### src/hw/lc3b_types.sv
package lc3b_types;

// data and address words are both 16 bits wide
typedef logic [15:0] lc3b_word;

// architectural register index
typedef logic [2:0] lc3b_reg;

// condition flags, ordered n z p
typedef logic [2:0] lc3b_nzp;

// instruction opcodes, bits 15:12 of the instruction word
// any value not listed here executes as a no-op
typedef enum logic [3:0] {
    op_br  = 4'd0,
    op_add = 4'd1,
    op_and = 4'd5,
    op_ldr = 4'd6,
    op_str = 4'd7,
    op_not = 4'd9,
    op_lea = 4'd14
} lc3b_opcode;

// operations performed by the execute stage
// alu_pass forwards the computed address
typedef enum logic [1:0] {
    alu_add,
    alu_and,
    alu_not,
    alu_pass
} lc3b_alu_op;

// writeback source
typedef enum logic {
    wb_alu,
    wb_mdr
} lc3b_wb_sel;

// number of architectural registers
localparam int reg_count = 8;

// flags come out of reset holding z
localparam lc3b_nzp cc_reset = 3'b010;

// memories index words by address bits 8 to 1
localparam int mem_index_bits = 8;

endpackage : lc3b_types

### src/hw/stage_if.sv
module stage_if (
    input  logic                 clk,
    input  logic                 reset,
    input  logic                 if_hold,
    input  logic                 br_taken,
    input  lc3b_types::lc3b_word br_target,
    output lc3b_types::lc3b_word imem_addr,
    input  lc3b_types::lc3b_word imem_rdata,
    output logic                 if_id_valid,
    output lc3b_types::lc3b_word if_id_ir,
    output lc3b_types::lc3b_word if_id_pc
);

import lc3b_types::*;

lc3b_word pc;
lc3b_word pc_plus2;
logic keep_entry;

assign imem_addr = pc;
assign pc_plus2 = pc + 16'd2;

// under a hold, a valid non-branch word in IF/ID can only be an
// interlocked instruction, so decode keeps it; a branch still moves on
assign keep_entry = if_hold && if_id_valid && (lc3b_opcode'(if_id_ir[15:12]) != op_br);

// branch target wins over the fetch hold
always_ff @(posedge clk) begin
    if (reset) begin
        pc <= 16'h0000;
    end else if (br_taken) begin
        pc <= br_target;
    end else if (!if_hold) begin
        pc <= pc_plus2;
    end
end

// a bubble enters IF/ID while fetch is held
always_ff @(posedge clk) begin
    if (reset) begin
        if_id_valid <= 1'b0;
    end else if (!keep_entry) begin
        if_id_valid <= !if_hold;
    end
end

always_ff @(posedge clk) begin
    if (!if_hold) begin
        if_id_ir <= imem_rdata;
        if_id_pc <= pc_plus2;
    end
end

endmodule : stage_if

### src/hw/stage_id.sv
module stage_id (
    input  logic                   clk,
    input  logic                   reset,
    input  logic                   id_hold,
    input  logic                   id_bubble,
    input  logic                   if_id_valid,
    input  lc3b_types::lc3b_word   if_id_ir,
    input  lc3b_types::lc3b_word   if_id_pc,
    input  logic                   wb_load,
    input  lc3b_types::lc3b_reg    wb_dest,
    input  lc3b_types::lc3b_word   wb_data,
    output logic                   id_ex_valid,
    output lc3b_types::lc3b_opcode id_ex_opcode,
    output lc3b_types::lc3b_alu_op id_ex_alu_op,
    output lc3b_types::lc3b_wb_sel id_ex_wb_sel,
    output logic                   id_ex_load_reg,
    output lc3b_types::lc3b_reg    id_ex_dest,
    output logic                   id_ex_sets_cc,
    output logic                   id_ex_mem_read,
    output logic                   id_ex_mem_write,
    output lc3b_types::lc3b_word   id_ex_sr1,
    output lc3b_types::lc3b_word   id_ex_sr2,
    output lc3b_types::lc3b_word   id_ex_imm,
    output lc3b_types::lc3b_word   id_ex_pc,
    output lc3b_types::lc3b_nzp    id_ex_nzp
);

import lc3b_types::*;

lc3b_word regs [reg_count];
lc3b_opcode opcode;
lc3b_reg sr1_idx;
lc3b_reg sr2_idx;
lc3b_word sr1_val;
lc3b_word sr2_val;
lc3b_word operand_b;
lc3b_word imm;
lc3b_alu_op alu_op;
lc3b_wb_sel wb_sel;
logic load_reg;
logic sets_cc;
logic mem_read;
logic mem_write;

assign opcode = lc3b_opcode'(if_id_ir[15:12]);
assign sr1_idx = if_id_ir[8:6];
// a store reads its data register from the SR field
assign sr2_idx = (opcode == op_str) ? if_id_ir[11:9] : if_id_ir[2:0];

// write-through so the writeback cycle needs no interlock
assign sr1_val = (wb_load && (wb_dest == sr1_idx)) ? wb_data : regs[sr1_idx];
assign sr2_val = (wb_load && (wb_dest == sr2_idx)) ? wb_data : regs[sr2_idx];

always_comb begin
    alu_op = alu_pass;
    wb_sel = wb_alu;
    load_reg = 1'b0;
    sets_cc = 1'b0;
    mem_read = 1'b0;
    mem_write = 1'b0;
    operand_b = sr2_val;
    // PCoffset9 unless the opcode says otherwise
    imm = {{7{if_id_ir[8]}}, if_id_ir[8:0]};
    case (opcode)
        op_add, op_and: begin
            alu_op = (opcode == op_add) ? alu_add : alu_and;
            load_reg = 1'b1;
            sets_cc = 1'b1;
            // imm5 form replaces the second register operand
            if (if_id_ir[5]) begin
                operand_b = {{11{if_id_ir[4]}}, if_id_ir[4:0]};
            end
        end
        op_not: begin
            alu_op = alu_not;
            load_reg = 1'b1;
            sets_cc = 1'b1;
        end
        op_ldr: begin
            wb_sel = wb_mdr;
            load_reg = 1'b1;
            sets_cc = 1'b1;
            mem_read = 1'b1;
            imm = {{10{if_id_ir[5]}}, if_id_ir[5:0]};
        end
        op_str: begin
            mem_write = 1'b1;
            imm = {{10{if_id_ir[5]}}, if_id_ir[5:0]};
        end
        op_lea: begin
            load_reg = 1'b1;
        end
        default: begin
            // BR and unsupported opcodes write nothing
            load_reg = 1'b0;
        end
    endcase
end

always_ff @(posedge clk) begin
    if (reset) begin
        for (int i = 0; i < reg_count; i++) begin
            regs[i] <= 16'h0000;
        end
    end else if (wb_load) begin
        regs[wb_dest] <= wb_data;
    end
end

always_ff @(posedge clk) begin
    if (reset) begin
        id_ex_valid <= 1'b0;
    end else begin
        id_ex_valid <= if_id_valid && !id_bubble;
    end
end

// control fields stay put while decode is held
always_ff @(posedge clk) begin
    if (reset) begin
        id_ex_load_reg <= 1'b0;
        id_ex_sets_cc <= 1'b0;
        id_ex_mem_read <= 1'b0;
        id_ex_mem_write <= 1'b0;
    end else if (!id_hold) begin
        id_ex_load_reg <= load_reg;
        id_ex_sets_cc <= sets_cc;
        id_ex_mem_read <= mem_read;
        id_ex_mem_write <= mem_write;
    end
end

always_ff @(posedge clk) begin
    if (!id_hold) begin
        id_ex_opcode <= opcode;
        id_ex_alu_op <= alu_op;
        id_ex_wb_sel <= wb_sel;
        id_ex_dest <= if_id_ir[11:9];
        id_ex_sr1 <= sr1_val;
        id_ex_sr2 <= operand_b;
        id_ex_imm <= imm;
        id_ex_pc <= if_id_pc;
        id_ex_nzp <= if_id_ir[11:9];
    end
end

endmodule : stage_id

### src/hw/stage_ex.sv
module stage_ex (
    input  logic                   clk,
    input  logic                   reset,
    input  logic                   id_ex_valid,
    input  lc3b_types::lc3b_opcode id_ex_opcode,
    input  lc3b_types::lc3b_alu_op id_ex_alu_op,
    input  lc3b_types::lc3b_wb_sel id_ex_wb_sel,
    input  logic                   id_ex_load_reg,
    input  lc3b_types::lc3b_reg    id_ex_dest,
    input  logic                   id_ex_sets_cc,
    input  logic                   id_ex_mem_read,
    input  logic                   id_ex_mem_write,
    input  lc3b_types::lc3b_word   id_ex_sr1,
    input  lc3b_types::lc3b_word   id_ex_sr2,
    input  lc3b_types::lc3b_word   id_ex_imm,
    input  lc3b_types::lc3b_word   id_ex_pc,
    input  lc3b_types::lc3b_nzp    id_ex_nzp,
    output logic                   ex_mem_valid,
    output lc3b_types::lc3b_opcode ex_mem_opcode,
    output lc3b_types::lc3b_wb_sel ex_mem_wb_sel,
    output logic                   ex_mem_load_reg,
    output lc3b_types::lc3b_reg    ex_mem_dest,
    output logic                   ex_mem_sets_cc,
    output logic                   ex_mem_mem_read,
    output logic                   ex_mem_mem_write,
    output lc3b_types::lc3b_word   ex_mem_alu,
    output lc3b_types::lc3b_word   ex_mem_store_data,
    output lc3b_types::lc3b_nzp    ex_mem_nzp
);

import lc3b_types::*;

lc3b_word addr_base;
lc3b_word address;
lc3b_word alu_result;

// loads and stores are register relative, LEA and BR are PC relative
assign addr_base = (id_ex_opcode == op_ldr || id_ex_opcode == op_str) ? id_ex_sr1 : id_ex_pc;
assign address = addr_base + {id_ex_imm[14:0], 1'b0};

always_comb begin
    case (id_ex_alu_op)
        alu_add: alu_result = id_ex_sr1 + id_ex_sr2;
        alu_and: alu_result = id_ex_sr1 & id_ex_sr2;
        alu_not: alu_result = ~id_ex_sr1;
        default: alu_result = address;
    endcase
end

always_ff @(posedge clk) begin
    if (reset) begin
        ex_mem_valid <= 1'b0;
        ex_mem_load_reg <= 1'b0;
        ex_mem_sets_cc <= 1'b0;
        ex_mem_mem_read <= 1'b0;
        ex_mem_mem_write <= 1'b0;
    end else begin
        ex_mem_valid <= id_ex_valid;
        ex_mem_load_reg <= id_ex_load_reg;
        ex_mem_sets_cc <= id_ex_sets_cc;
        ex_mem_mem_read <= id_ex_mem_read;
        ex_mem_mem_write <= id_ex_mem_write;
    end
end

always_ff @(posedge clk) begin
    ex_mem_opcode <= id_ex_opcode;
    ex_mem_wb_sel <= id_ex_wb_sel;
    ex_mem_dest <= id_ex_dest;
    ex_mem_alu <= alu_result;
    ex_mem_store_data <= id_ex_sr2;
    ex_mem_nzp <= id_ex_nzp;
end

endmodule : stage_ex

### src/hw/stage_mem.sv
module stage_mem (
    input  logic                   clk,
    input  logic                   reset,
    input  logic                   ex_mem_valid,
    input  lc3b_types::lc3b_opcode ex_mem_opcode,
    input  lc3b_types::lc3b_wb_sel ex_mem_wb_sel,
    input  logic                   ex_mem_load_reg,
    input  lc3b_types::lc3b_reg    ex_mem_dest,
    input  logic                   ex_mem_sets_cc,
    input  logic                   ex_mem_mem_read,
    input  logic                   ex_mem_mem_write,
    input  lc3b_types::lc3b_word   ex_mem_alu,
    input  lc3b_types::lc3b_word   ex_mem_store_data,
    input  lc3b_types::lc3b_nzp    ex_mem_nzp,
    output logic                   dmem_read,
    output logic                   dmem_write,
    output lc3b_types::lc3b_word   dmem_addr,
    output lc3b_types::lc3b_word   dmem_wdata,
    input  lc3b_types::lc3b_word   dmem_rdata,
    output logic                   br_taken,
    output lc3b_types::lc3b_word   br_target,
    output logic                   wb_load,
    output lc3b_types::lc3b_reg    wb_dest,
    output lc3b_types::lc3b_word   wb_data
);

import lc3b_types::*;

lc3b_nzp cc;
lc3b_nzp result_nzp;
lc3b_word result;

assign dmem_read = ex_mem_valid && ex_mem_mem_read;
assign dmem_write = ex_mem_valid && ex_mem_mem_write;
assign dmem_addr = ex_mem_alu;
assign dmem_wdata = ex_mem_store_data;

// memory read data is valid in the strobe cycle
assign result = (ex_mem_wb_sel == wb_mdr) ? dmem_rdata : ex_mem_alu;

always_comb begin
    if (result[15]) begin
        result_nzp = 3'b100;
    end else if (result == 16'h0000) begin
        result_nzp = 3'b010;
    end else begin
        result_nzp = 3'b001;
    end
end

// flags already reflect every older instruction when BR gets here
assign br_taken = ex_mem_valid && (ex_mem_opcode == op_br) && |(ex_mem_nzp & cc);
assign br_target = ex_mem_alu;

always_ff @(posedge clk) begin
    if (reset) begin
        cc <= cc_reset;
    end else if (ex_mem_valid && ex_mem_sets_cc) begin
        cc <= result_nzp;
    end
end

always_ff @(posedge clk) begin
    if (reset) begin
        wb_load <= 1'b0;
    end else begin
        wb_load <= ex_mem_valid && ex_mem_load_reg;
    end
end

always_ff @(posedge clk) begin
    wb_dest <= ex_mem_dest;
    wb_data <= result;
end

endmodule : stage_mem

### src/hw/hazard_controller.sv
module hazard_controller (
    input  logic                   if_id_valid,
    input  lc3b_types::lc3b_word   if_id_ir,
    input  logic                   id_ex_valid,
    input  lc3b_types::lc3b_opcode id_ex_opcode,
    input  logic                   id_ex_load_reg,
    input  lc3b_types::lc3b_reg    id_ex_dest,
    input  logic                   ex_mem_valid,
    input  lc3b_types::lc3b_opcode ex_mem_opcode,
    input  logic                   ex_mem_load_reg,
    input  lc3b_types::lc3b_reg    ex_mem_dest,
    output logic                   if_hold,
    output logic                   id_hold,
    output logic                   id_bubble
);

import lc3b_types::*;

lc3b_opcode opcode;
lc3b_reg sr1_idx;
lc3b_reg sr2_idx;
logic uses_sr1;
logic uses_sr2;
logic branch_in_flight;
logic id_ex_conflict;
logic ex_mem_conflict;

assign opcode = lc3b_opcode'(if_id_ir[15:12]);
assign sr1_idx = if_id_ir[8:6];
assign sr2_idx = (opcode == op_str) ? if_id_ir[11:9] : if_id_ir[2:0];

// which source fields the decoding instruction actually reads
always_comb begin
    uses_sr1 = 1'b0;
    uses_sr2 = 1'b0;
    case (opcode)
        op_add, op_and: begin
            uses_sr1 = 1'b1;
            uses_sr2 = !if_id_ir[5];
        end
        op_not, op_ldr: uses_sr1 = 1'b1;
        op_str: begin
            uses_sr1 = 1'b1;
            uses_sr2 = 1'b1;
        end
        default: uses_sr1 = 1'b0;
    endcase
end

// writeback itself is covered by the regfile write-through
assign id_ex_conflict = id_ex_valid && id_ex_load_reg &&
    ((uses_sr1 && sr1_idx == id_ex_dest) || (uses_sr2 && sr2_idx == id_ex_dest));
assign ex_mem_conflict = ex_mem_valid && ex_mem_load_reg &&
    ((uses_sr1 && sr1_idx == ex_mem_dest) || (uses_sr2 && sr2_idx == ex_mem_dest));

// fetch waits until the branch resolves in the memory stage
assign branch_in_flight = (if_id_valid && opcode == op_br) ||
    (id_ex_valid && id_ex_opcode == op_br) ||
    (ex_mem_valid && ex_mem_opcode == op_br);

assign id_hold = if_id_valid && (id_ex_conflict || ex_mem_conflict);
assign id_bubble = id_hold;
assign if_hold = branch_in_flight || id_hold;

endmodule : hazard_controller

### src/hw/cpu.sv
module cpu (
    input  logic                 clk,
    input  logic                 reset,
    output lc3b_types::lc3b_word imem_addr,
    input  lc3b_types::lc3b_word imem_rdata,
    output logic                 dmem_read,
    output logic                 dmem_write,
    output lc3b_types::lc3b_word dmem_addr,
    output lc3b_types::lc3b_word dmem_wdata,
    input  lc3b_types::lc3b_word dmem_rdata,
    output logic                 reg_load,
    output lc3b_types::lc3b_reg  reg_dest,
    output lc3b_types::lc3b_word reg_data
);

import lc3b_types::*;

// hazard and branch control
logic if_hold;
logic id_hold;
logic id_bubble;
logic br_taken;
lc3b_word br_target;

// IF/ID barrier
logic if_id_valid;
lc3b_word if_id_ir;
lc3b_word if_id_pc;

// ID/EX barrier
logic id_ex_valid;
lc3b_opcode id_ex_opcode;
lc3b_alu_op id_ex_alu_op;
lc3b_wb_sel id_ex_wb_sel;
logic id_ex_load_reg;
lc3b_reg id_ex_dest;
logic id_ex_sets_cc;
logic id_ex_mem_read;
logic id_ex_mem_write;
lc3b_word id_ex_sr1;
lc3b_word id_ex_sr2;
lc3b_word id_ex_imm;
lc3b_word id_ex_pc;
lc3b_nzp id_ex_nzp;

// EX/MEM barrier
logic ex_mem_valid;
lc3b_opcode ex_mem_opcode;
lc3b_wb_sel ex_mem_wb_sel;
logic ex_mem_load_reg;
lc3b_reg ex_mem_dest;
logic ex_mem_sets_cc;
logic ex_mem_mem_read;
logic ex_mem_mem_write;
lc3b_word ex_mem_alu;
lc3b_word ex_mem_store_data;
lc3b_nzp ex_mem_nzp;

hazard_controller hazard_controller_i (
    .if_id_valid,
    .if_id_ir,
    .id_ex_valid,
    .id_ex_opcode,
    .id_ex_load_reg,
    .id_ex_dest,
    .ex_mem_valid,
    .ex_mem_opcode,
    .ex_mem_load_reg,
    .ex_mem_dest,
    .if_hold,
    .id_hold,
    .id_bubble
);

stage_if stage_if_i (
    .clk,
    .reset,
    .if_hold,
    .br_taken,
    .br_target,
    .imem_addr,
    .imem_rdata,
    .if_id_valid,
    .if_id_ir,
    .if_id_pc
);

// the MEM/WB barrier doubles as the retire record on the top ports
stage_id stage_id_i (
    .clk,
    .reset,
    .id_hold,
    .id_bubble,
    .if_id_valid,
    .if_id_ir,
    .if_id_pc,
    .wb_load(reg_load),
    .wb_dest(reg_dest),
    .wb_data(reg_data),
    .id_ex_valid,
    .id_ex_opcode,
    .id_ex_alu_op,
    .id_ex_wb_sel,
    .id_ex_load_reg,
    .id_ex_dest,
    .id_ex_sets_cc,
    .id_ex_mem_read,
    .id_ex_mem_write,
    .id_ex_sr1,
    .id_ex_sr2,
    .id_ex_imm,
    .id_ex_pc,
    .id_ex_nzp
);

stage_ex stage_ex_i (
    .clk,
    .reset,
    .id_ex_valid,
    .id_ex_opcode,
    .id_ex_alu_op,
    .id_ex_wb_sel,
    .id_ex_load_reg,
    .id_ex_dest,
    .id_ex_sets_cc,
    .id_ex_mem_read,
    .id_ex_mem_write,
    .id_ex_sr1,
    .id_ex_sr2,
    .id_ex_imm,
    .id_ex_pc,
    .id_ex_nzp,
    .ex_mem_valid,
    .ex_mem_opcode,
    .ex_mem_wb_sel,
    .ex_mem_load_reg,
    .ex_mem_dest,
    .ex_mem_sets_cc,
    .ex_mem_mem_read,
    .ex_mem_mem_write,
    .ex_mem_alu,
    .ex_mem_store_data,
    .ex_mem_nzp
);

stage_mem stage_mem_i (
    .clk,
    .reset,
    .ex_mem_valid,
    .ex_mem_opcode,
    .ex_mem_wb_sel,
    .ex_mem_load_reg,
    .ex_mem_dest,
    .ex_mem_sets_cc,
    .ex_mem_mem_read,
    .ex_mem_mem_write,
    .ex_mem_alu,
    .ex_mem_store_data,
    .ex_mem_nzp,
    .dmem_read,
    .dmem_write,
    .dmem_addr,
    .dmem_wdata,
    .dmem_rdata,
    .br_taken,
    .br_target,
    .wb_load(reg_load),
    .wb_dest(reg_dest),
    .wb_data(reg_data)
);

endmodule : cpu

### config.mk
export PLATFORM = sky130hd
export DESIGN_NAME = cpu
export DESIGN_NICKNAME = d
export VERILOG_FILES = /design/src/hw/lc3b_types.sv /design/src/hw/stage_if.sv /design/src/hw/stage_id.sv /design/src/hw/stage_ex.sv /design/src/hw/stage_mem.sv /design/src/hw/hazard_controller.sv /design/src/hw/cpu.sv
export SDC_FILE = /design/constraint.sdc
export NUM_CORES = 1
export LEC_CHECK = 0
export ABC_AREA = 0
export BUFFER_PORTS_ARGS = -buffer_cell sky130_fd_sc_hd__buf_2
export CAP_MARGIN = 20
export CORE_MARGIN = 2
export CORE_UTILIZATION = 47
export DETAILED_ROUTE_END_ITERATION = 12
export PLACE_DENSITY = 0.67
export SLEW_MARGIN = 5
export SYNTH_ARGS = -nofsm -noshare
export SYNTH_HDL_FRONTEND = slang
export SYNTH_SLANG_ARGS = --single-unit
### constraint.sdc
create_clock -name clk -period 3.5 [get_ports clk]
set_clock_uncertainty 0.2 [all_clocks]
set_input_delay 0 -clock clk [delete_from_list [all_inputs] [get_ports clk]]
set_output_delay 0 -clock clk [all_outputs]
set_load 0.005 [all_outputs]
==> results of run 1 <==
[layer usage]
layer	vias up	global-route usage
li1	5309	-
met1	5455	0.300
met2	373	0.422
met3	80	0.0305
met4	0	0.0847
met5	-	0
[timing repair]
item,CTS,global route
hold endpoints to repair,59,0
hold buffers,39,0
buffers inserted,0,1
gates cloned,0,0
gates resized for setup,1,7
setup endpoints to repair,1,3
pin swaps,0,2
[through the flow]
step / area [um2] / power, uW
2_1_floorplan: 16000 / 5770
3_3_place_gp: 17100 / 6490
3_5_place_dp: 17100 / 6510
4_1_cts: 18700 / 10300
5_1_grt: 18700 / 10700
6_report: 18700 / 10300
[worst max-delay path by stage]
stage / start / endpoint / slack, ns / cells after the start
after floorplan: stage_id_i.id_ex_opcode[3] / stage_ex_i.ex_mem_alu[15] / 0.04 / 14
after global placement: stage_id_i.id_ex_opcode[3] / stage_ex_i.ex_mem_alu[15] / -0.004 / 11
after detailed placement: stage_id_i.id_ex_opcode[3] / stage_ex_i.ex_mem_alu[15] / -0.04 / 11
after CTS: stage_id_i.id_ex_opcode[3] / stage_ex_i.ex_mem_alu[15] / 0.002 / 11
after global routing: stage_id_i.id_ex_opcode[3] / stage_ex_i.ex_mem_alu[15] / -0.06 / 11
final: stage_id_i.id_ex_opcode[3] / stage_ex_i.ex_mem_alu[15] / 0.14 / 11
[kinds of logic (layout without fill, tap and decap cells)]
group	after synthesis	count (layout)	synth area share
flip-flops	320	320	0.542
XOR/XNOR	49	49	0.0268
AND/OR/NAND/NOR	433	433	0.149
buffers and inverters	94	260	0.0246
AO/OA/AOI/OAI	289	289	0.121
adder cells (fa/ha/maj)	36	36	0.0291
multiplexers	120	120	0.108
[area by class of cell]
type,instances,area share
clock buffer,45,0.0510
clock inverter,19,0.0122
inverter,17,0.00341
multi-input combinational,927,0.373
sequential,320,0.463
tap,448,0.0299
timing repair buffer,179,0.0665
[placed cells by master, fill, tap and decap left out, drive strengths merged, types with 6 or more instances in the layout]
master and instances:
xnor2 31, nor4 10, nand3 27, dlygate4sd3 39, mux2i 54, ha 34, mux4 37, and2 136
a21oi 79, nand2 55, nand2b 9, a211oi 79, edfxtp 227, a31oi 10, o21ai 41, xor2 18
nor3 24, o31ai 19, inv 17, or2 11, mux2 29, buf 140, clkinv 10, clkbuf 45
and3 6, nor2 80, nor2b 46, dfxtp 93, o21bai 6, or3 6, a21o 10
[report_power, final]
group | switching, uW | internal, uW | leakage [uW]
clock network | 1550 | 2250 | 0.000562
registers | 503 | 4410 | 0.00320
logic | 843 | 765 | 0.00354
total | 2900 | 7430 | 0.00731
[worst max-delay path: cells and delay by family, from the launching register on]
family	cells	cell delay, ns
AOI/OAI and AO/OA	5	1.00
and+or+nand+nor	3	0.71
DFF	1	0.40
adders and majority gates	1	0.39
muxes	1	0.31
buffers and inverters	1	0.23
==> metrics.yaml, run 1 <==
run_status:
  status: "finished, final reports clean"
setup_path:
  crit_type: "reg -> reg"
  cp.required_ns: 3.69
  path_cells: "nand3b_1, buf_12, mux2_2, fa_2, a211oi_4, o21a_1, nor4_4, o221a_2, or3_1, a31oi_1, a221oi_1"
  start_kind: "flop"
  reg2reg_to: "stage_ex_i.ex_mem_alu[15]"
  cp_slowest_stage_delay_ns: 0.40
  reg2reg_slack_ns: 0.14
  end_kind: "flop"
  r2r_start: "stage_id_i.id_ex_opcode[3]"
  slowest_stage: "edfxtp_1"
  cp_data_arrival_time_ns: 3.54
  reg2reg_depth: 11
  cp_max_fo: 18
min_path:
  hold_start: "imem_rdata[10]"
  min_to: "stage_if_i.if_id_ir[10]"
  hold_depth: 2
  hold_class: "in -> reg"
layout:
  fillers: 2808
  top_register: "stage_id_i.regs"
  antenna_cells: 0
  post-route-util: 0.558
  multi_input_area_mm2: 0.00699
  seqCellArea_mm2: 0.00868
  instances_no_fill: 1955
  area_growth_syn_to_layout_pct: 17.0
  drive_above_1_share: 0.193
  largest_reg_flops: 128
  final_nets: 1551
timing:
  hold_viol_final: 0
  post-route-period-util: 0.959
  worstMarginPinSlew_ns: 0.706
  final.min_clock_period_ns: 3.36
  grt_setup_unrepaired: "true"
  relSlewSlack: 0.529
  hold_slack_ns: 0.0150
  fin_tns_setup_ns: 0
  setup_viol: 0
  setup_ws_ns: 0.142
  drv_slew: 0
  max_freq_ghz: 0.298
clock_network:
  path_clk_slew_ns: 0.06
  worstSkewPairLatency_ns: 0.52
  h-tree-depth: 2
  cts_tree: "done"
  cts-root-buf: "clkbuf_16"
  cts_max_path_buffers: 3
  cts.sinks: 320
  cts_made_buffers: 36
routing:
  wl_per_cell_um: 21.8
  drt-total-wl_um: 42500
  drt-met1-wl_um: 17300
  drt_iter0_drc: 793
  drc: 0
  routed.top_layer: "met4"
  ant_nets: 0
  wl_met3_um: 2400
  met2RoutedLength_um: 21500
  viasPerCell: 5.74
  firstDrtPassIters: 5
  dr_total_vias: 11200
global_route:
  grt_pass1_wl_um: 64800
  grt-ovfl-total: 0
  grt_max_degree: 65
  grt_use_total: 0.238
  antenna_found_initial: 0
  grt_pass1_vias: 11200
logic_synthesis:
  synth-edff-count: 227
  synth_largest_area_cell: "edfxtp_1"
  yosysMostFrequentCell: "edfxtp_1"
  synthCells: 1341
  async_flop_share: 0
  synthFlopType: "edfxtp_1"
  synth_top_area_frac: 0.426
  ys_ff_latch: 320
  ys_types: 75
  syn_area_per_cell_um2: 11.9
  syn-cell-area_mm2: 0.0160
  yosys-top-cells-area: "edfxtp_1 (43%), dfxtp_1 (12%), and2_1 (5.3%)"
  seq_area_frac_synth: 0.542
  synth_common_cells: "edfxtp_1 (227), and2_1 (136), dfxtp_1 (93)"
  synth_nets: 1411
  yosysWarnings: 0
placed_design:
  place_congestion: 0.903
  hpwlAfterDp_um: 29100
  io_buffers: 103
  dpl_worst_slack_ns: -0.0435
  placedCellCount: 1851
floorplan:
  die_h_um: 189
  core-area_mm2: 0.0335
  chipWidth_um: 189
  start_util: 0.477
  num_io_pins: 104
  rows: 67
  die-area_mm2: 0.0356
job:
  max_cap_viol_count: 0
power:
  p_per_area_mw_per_mm2: 551
  leakage_uw: 0.00731
  vdd_drop_max_mv: 0.415
(Power assumes the default switching activity.)
==> inputs of run 2 (changes only) <==
Settings changed: CORE_ASPECT_RATIO set to 0.8.
==> run 2 against run 1 <==
Against the previous run: clock-buffer cell count rose by 2; wire length grew 1.0%; first-iteration DRC count increased by 33%; register-to-register slack better by 0.02 ns; total power down 0.97%; critical endpoint unchanged.
==> metrics.yaml, run 2 (synthesized netlist as in run 1, its figures left out) <==
routing:
  wl_per_cell_um: 21.9  # +0.89%
  viasPerCell: 5.88  # +2.5%
  drc: 0  # unchanged
  ant_nets: 0  # unchanged
  drt_iter0_drc: 1054  # +33%
  dr_total_vias: 11500  # +2.6%
  firstDrtPassIters: 5  # unchanged
  drt-total-wl_um: 43000  # +1.0%
global_route:
  top_usage_layer: "met2"
  grt-ovfl-total: 0  # unchanged
  grt_pass1_vias: 11000  # -1.8%
  gr-usage-met1: 0.360  # +0.0592
  use_met3: 0.0479  # +0.0173
  grt_max_degree: 65  # unchanged
  grt_util_met2: 0.366  # -0.0557
  grt_pass1_wl_um: 64900  # about the same
  grt_use_total: 0.242  # +0.00306
  antenna_found_initial: 1  # +1
min_path:
  hold_class: "in -> reg"
power:
  vdd_drop_max_mv: 0.368  # -11%
  clkPwrFrac: 0.364  # -0.004
  pwr-share-comb: 0.158  # +0.002
  p_per_area_mw_per_mm2: 542  # -1.6%
  p_sw_uw: 2840  # -1.8%
  p_total_uw: 10200  # -0.97%
  p_sw_frac: 0.278  # -0.00237
  leakage_uw: 0.00739  # +1.2%
  pwr-share-seq: 0.478  # +0.002
  p_int_uw: 7380  # -0.65%
setup_path:
  path_cells: "nand3b_1, buf_6, buf_12, mux2_2, ha_1, a21o_1, a21o_1, a31o_2, o221a_2, or3_1, a31oi_1, a221oi_1"
  cp.required_ns: 3.65  # -0.04 ns
  cp_slowest_stage_delay_ns: 0.41  # about the same
  crit_top_cell: "a21o_1"
  crit_type: "reg -> reg"
  slowest_stage: "edfxtp_1"
  end_kind: "flop"
  start_kind: "flop"
  cp_data_arrival_time_ns: 3.50  # -0.04 ns
  cp_max_fo: 16  # -2
floorplan:
  die-area_mm2: 0.0356  # about the same
  core-area_mm2: 0.0336  # about the same
  num_io_pins: 104  # unchanged
  rows: 60  # -10%
  die_h_um: 169  # -10%
  chipWidth_um: 210  # +12%
  start_util: 0.477  # about the same
layout:
  drive_above_1_share: 0.201  # +0.00769
  seqCellArea_mm2: 0.00868  # unchanged
  fillers: 2755  # -1.9%
  area_growth_syn_to_layout_pct: 17.8
  final_cell_mix: "edfxtp_1 (227), and2_1 (136), buf_2 (103), dfxtp_1 (92), nor2_1 (80)"
  top_register: "stage_id_i.regs"
  largest_reg_flops: 128  # unchanged
  final_nets: 1567  # +1.0%
  antenna_cells: 0  # unchanged
  layout_commonest_cell: "edfxtp_1"
  multi_input_area_mm2: 0.00703  # +0.48%
placed_design:
  place_congestion: 0.891  # -1.4%
  hpwlAfterDp_um: 29100  # -0.26%
  io_buffers: 103  # unchanged
clock_network:
  path_clk_slew_ns: 0.06  # about the same
  cts_tree: "done"
  cts.sinks: 320  # unchanged
  h-tree-depth: 2  # unchanged
  cts-root-buf: "clkbuf_16"
  worstSkewPairLatency_ns: 0.54  # +0.02 ns
  cts_max_path_buffers: 3  # unchanged
  cts_made_buffers: 35  # -2.8%
job:
  max_cap_viol_count: 0  # unchanged
timing:
  drv_slew: 0  # unchanged
  final.min_clock_period_ns: 3.34  # -0.0166 ns
  worstMarginPinSlew_ns: 0.986  # +0.280 ns
  relSlewSlack: 0.342  # -0.187
  hold_slack_ns: 0.0502  # +0.0352 ns
  setup_viol: 0  # unchanged
  hold_viol_final: 0  # unchanged
  post-route-period-util: 0.955  # -0.00476
  max_freq_ghz: 0.299  # +0.50%
run_status:
  status: "finished, final reports clean"
## run 2: changes by cell type in the layout (fill, tap and decap cells not counted), sizes merged
cell	change
buf	+7
clkbuf	+2
clkinvlp	-5
dlygate4sd3	+10
bufinv	-1
clkinv	+4
## run 2: layout make-up
cell class              instances  area share
flip-flops and latches        320       0.460
multi-input cells             927       0.373
repair buffers                196      0.0737
clock buffers                  47      0.0516
well taps                     434      0.0288
clock inverters                17     0.00942
inverters                      17     0.00338
## run 2: routing by layer
layer  share of wire  routed length, um  vias to the layer above
met4           0.013                548                        0
li1                -                  -                     5366
met5               0                  0                        -
met1            0.46              19700                     5650
met2            0.44              19100                      461
met3           0.086               3680                       37
## run 2: timing repair
| item | in CTS | in global routing |
|---|---|---|
| hold buffers | 49 | 0 |
| setup buffers | 0 | 3 |
| gates resized for setup | 3 | 15 |
| setup endpoints to repair | 1 | 5 |
| pin swaps | 0 | 3 |
| hold endpoints to repair | 61 | 0 |
## run 2: critical path: cells and delay by family, from the launching register on
| kind | cells | cell delay, ns |
|---|---|---|
| flip-flops | 1 | 0.41 |
| buffers and inverters | 2 | 0.28 |
| AND/OR/NAND/NOR | 2 | 0.51 |
| multiplexers | 1 | 0.38 |
| adder cells (fa/ha/maj) | 1 | 0.24 |
| AO/OA/AOI/OAI | 6 | 1.13 |
## run 2: path summary, 6_finish.rpt
check / from / cells past startpoint / slack [ns] / to
worst max-delay path: stage_id_i.id_ex_opcode[1] / 12 / 0.16 / stage_ex_i.ex_mem_alu[15]
worst min-delay path: imem_rdata[6] / 3 / 0.05 / flop
worst max register to register: stage_id_i.id_ex_opcode[1] / 12 / 0.16 / stage_ex_i.ex_mem_alu[15]
worst min register to register: stage_id_i.id_ex_wb_sel / 0 / 0.14 / stage_ex_i.ex_mem_wb_sel
## run 2: power by group through the flow
stage	Combinational, uW	Sequential [uW]	Clock, uW
2_1_floorplan	1040	4720	0
3_3_place_gp	1520	4950	0
3_5_place_dp	1530	4960	0
4_1_cts	1590	4890	3770
5_1_grt	1760	4940	3920
6_report	1610	4890	3720
## run 2: stage by stage
step | TNS [ns] | instance area (um2) | utilization | setup WS, ns | std cells
2_1_floorplan | 0 | 16000 | - | 0.0449 | 1341
3_3_place_gp | 0 | 17100 | 0.510 | 0.0832 | 1842
3_5_place_dp | -0.0633 | 17100 | 0.510 | -0.0633 | 1842
4_1_cts | 0 | 18800 | 0.559 | 0.0154 | 1955
5_1_grt | -0.0107 | 18900 | 0.562 | -0.0107 | 1958
6_report | 0 | 18900 | 0.562 | 0.159 | 1958
==> inputs of run 3 (changes only) <==
Settings changed: ABC_AREA 0 to unset.
Clock period 3.5 ns to 2.95 ns, I/O delays scaled along.
==> run 3 against run 2 <==
Against the previous run: the flow now finishes with violations (setup timing); combinational power is 35% higher; critical endpoint unchanged; clock-buffer cell count is 3 higher; critical path type unchanged; sequential power is 18% higher; largest power group unchanged; total power up 21%; core utilization up 2.2 points.
==> metrics.yaml, run 3 (synthesized netlist as in run 1, its figures left out) <==
run_status:
  status: "finished, violations left"
  violations: "setup timing"
layout:
  fillers: 2706  # -1.8%
  top_register: "stage_id_i.regs"
  final_nets: 1621  # +3.4%
  layout_commonest_cell: "edfxtp_1"
  largest_reg_flops: 128  # unchanged
  final_cell_mix: "edfxtp_1 (227), and2_1 (136), buf_2 (103), dfxtp_1 (92), buf_4 (85)"
  area_growth_syn_to_layout_pct: 22.3
  drive_above_1_share: 0.243  # +0.0421
clock_network:
  cts-root-buf: "clkbuf_16"
  h-tree-depth: 2  # unchanged
  cts.sinks: 320  # unchanged
  cts_max_path_buffers: 3  # unchanged
  path_clk_slew_ns: 0.06  # about the same
  worstSkewPairLatency_ns: 0.53  # about the same
  cts_made_buffers: 35  # unchanged
  cts_tree: "done"
power:
  clkPwrFrac: 0.358  # -0.006
  p_int_uw: 8910  # +21%
  p_per_area_mw_per_mm2: 632  # +17%
  pwr-share-seq: 0.467  # -0.011
  vdd_drop_max_mv: 0.464  # +26%
  leakage_uw: 0.00774  # +4.6%
  p_sw_uw: 3460  # +22%
  pwr-share-comb: 0.176  # +0.018
  p_sw_frac: 0.280  # +0.00138
setup_path:
  start_kind: "flop"
  crit_family: "compound AO/OA/AOI/OAI gates"
  cp_data_arrival_time_ns: 3.45  # -0.05 ns
  cp.buffers_inverters: 3  # +1
  r2r_start: "stage_id_i.id_ex_opcode[3]"
  end_kind: "flop"
  path_cells: "nand3b_1, buf_12, buf_12, buf_6, mux2_4, ha_4, a211o_1, a31o_2, o221a_2, or3_4, a31oi_4, a221oi_2"
  worstSetupStartpoint: "stage_id_i.id_ex_opcode[3]"
  crit_top_cell: "buf_12"
  cp_max_fo: 8  # -8
  crit_type: "reg -> reg"
  cp.required_ns: 3.11  # -0.54 ns
  slowest_stage: "or3_4"
  cp_slowest_stage_delay_ns: 0.39  # -0.02 ns
routing:
  wl_met3_um: 3490  # -5.2%
  firstDrtPassIters: 5  # unchanged
  met2RoutedLength_um: 20000  # +4.9%
  dr_total_vias: 11800  # +2.4%
  ant_nets: 0  # unchanged
  viasPerCell: 5.86  # -0.38%
  drc: 0  # unchanged
  drt-met1-wl_um: 19900  # +1.0%
  drt-total-wl_um: 44200  # +2.8%
  wl_per_cell_um: 22.0  # about the same
  routed.top_layer: "met4"
  drt_iter0_drc: 1091  # +3.5%
timing:
  setup_ws_ns: -0.334  # -0.493 ns
  drv_slew: 0  # unchanged
  post-route-period-util: 1.11  # +0.159
  setup_viol: 8  # +8
  fin_tns_setup_ns: -1.08  # -1.08 ns
  relSlewSlack: 0.461  # +0.120
  final.min_clock_period_ns: 3.28  # -0.0575 ns
  worstMarginPinSlew_ns: 0.808  # -0.178 ns
  grt_setup_unrepaired: "true"
  hold_viol_final: 0  # unchanged
  max_freq_ghz: 0.305  # +1.7%
floorplan:
  start_util: 0.477  # unchanged
  core-area_mm2: 0.0336  # unchanged
  num_io_pins: 104  # unchanged
  rows: 60  # unchanged
  chipWidth_um: 210  # unchanged
  die_h_um: 169  # unchanged
  die-area_mm2: 0.0356  # unchanged
min_path:
  hold_start: "imem_rdata[6]"
  hold_class: "in -> reg"
global_route:
  antenna_found_initial: 0  # -1
  grt_pass1_vias: 11600  # +5.6%
  grt_use_total: 0.249  # +0.00793
  grt_pass1_wl_um: 67100  # +3.5%
  grt_max_degree: 65  # unchanged
  grt-ovfl-total: 0  # unchanged
job:
  max_cap_viol_count: 0  # unchanged
placed_design:
  io_buffers: 103  # unchanged
  hpwlAfterDp_um: 29600  # +2.0%
  place_congestion: 0.882  # -1.1%
  dpl_worst_slack_ns: -0.317  # -0.254 ns
## run 3: cell count changes in the layout (fill, tap and decap cells not counted), moves of 4 or more
| cell | delta |
|---|---|
| buf_4 | +46 |
| buf_12 | +8 |
| clkbuf_1 | -4 |
| clkbuf_16 | +4 |
| clkinvlp_4 | +4 |
| ha_1 | -4 |
## run 3: layout make-up
cell class | count | area, um2 | area share
clock buffers | 50 | 1100 | 0.0561
well taps | 434 | 543 | 0.0277
repair buffers | 250 | 1900 | 0.0968
flip-flops and latches | 320 | 8680 | 0.443
diodes | 1 | 2.50 | 0.000128
clock inverters | 13 | 76.3 | 0.00390
multi-input cells | 927 | 7210 | 0.368
inverters | 17 | 67.6 | 0.00345
## run 3: worst paths after layout
| check | endpoint | slack, ns | cells past startpoint |
|---|---|---|---|
| hold / removal | flop | 0.06 | 3 |
| setup reg to reg | stage_ex_i.ex_mem_alu[15] | -0.33 | 12 |
| setup / recovery | stage_ex_i.ex_mem_alu[15] | -0.33 | 12 |
| hold reg to reg | stage_ex_i.ex_mem_wb_sel | 0.14 | 0 |
## run 3: routing by layer
layer | GRT usage | vias to the layer above
met5 | 0 | -
met4 | 0.0635 | 0
met3 | 0.0423 | 56
met2 | 0.390 | 475
met1 | 0.362 | 5799
li1 | - | 5457
## run 3: tightest hold or removal path, cell delays in order
cell           delay (ns)
dlygate4sd3_1        0.52
buf_2                0.11
mux2_4               0.12
## run 3: through the flow
| stage | total power [uW] | cell area (um2) | util | std cells | hold slack (ns) |
|---|---|---|---|---|---|
| after floorplan | 6880 | 16100 | - | 1341 | -0.101 |
| after global placement | 7820 | 17700 | 0.526 | 1889 | -0.0239 |
| after detailed placement | 7860 | 17700 | 0.526 | 1889 | -0.0219 |
| after CTS | 12300 | 19400 | 0.578 | 2004 | 0.0276 |
| after global routing | 12800 | 19600 | 0.583 | 2011 | 0.0436 |
| final | 12400 | 19600 | 0.583 | 2012 | 0.0565 |
## run 3: repair_timing
item / 4_1_cts / 5_1_grt
endpoints found under the setup margin: 4 / 8
hold endpoints to repair: 60 / 0
gates resized for setup: 9 / 25
buffers inserted: 3 / 8
pin swaps: 2 / 19
hold buffers: 49 / 0
## run 3: power by group through the flow
stage / sequential (uW) / combinational (uW) / clock [uW]
6_report: 5770 / 2170 / 4420
3_3_place_gp: 5850 / 1970 / 0
2_1_floorplan: 5610 / 1270 / 0
3_5_place_dp: 5860 / 2000 / 0
4_1_cts: 5770 / 2100 / 4470
5_1_grt: 5820 / 2360 / 4670
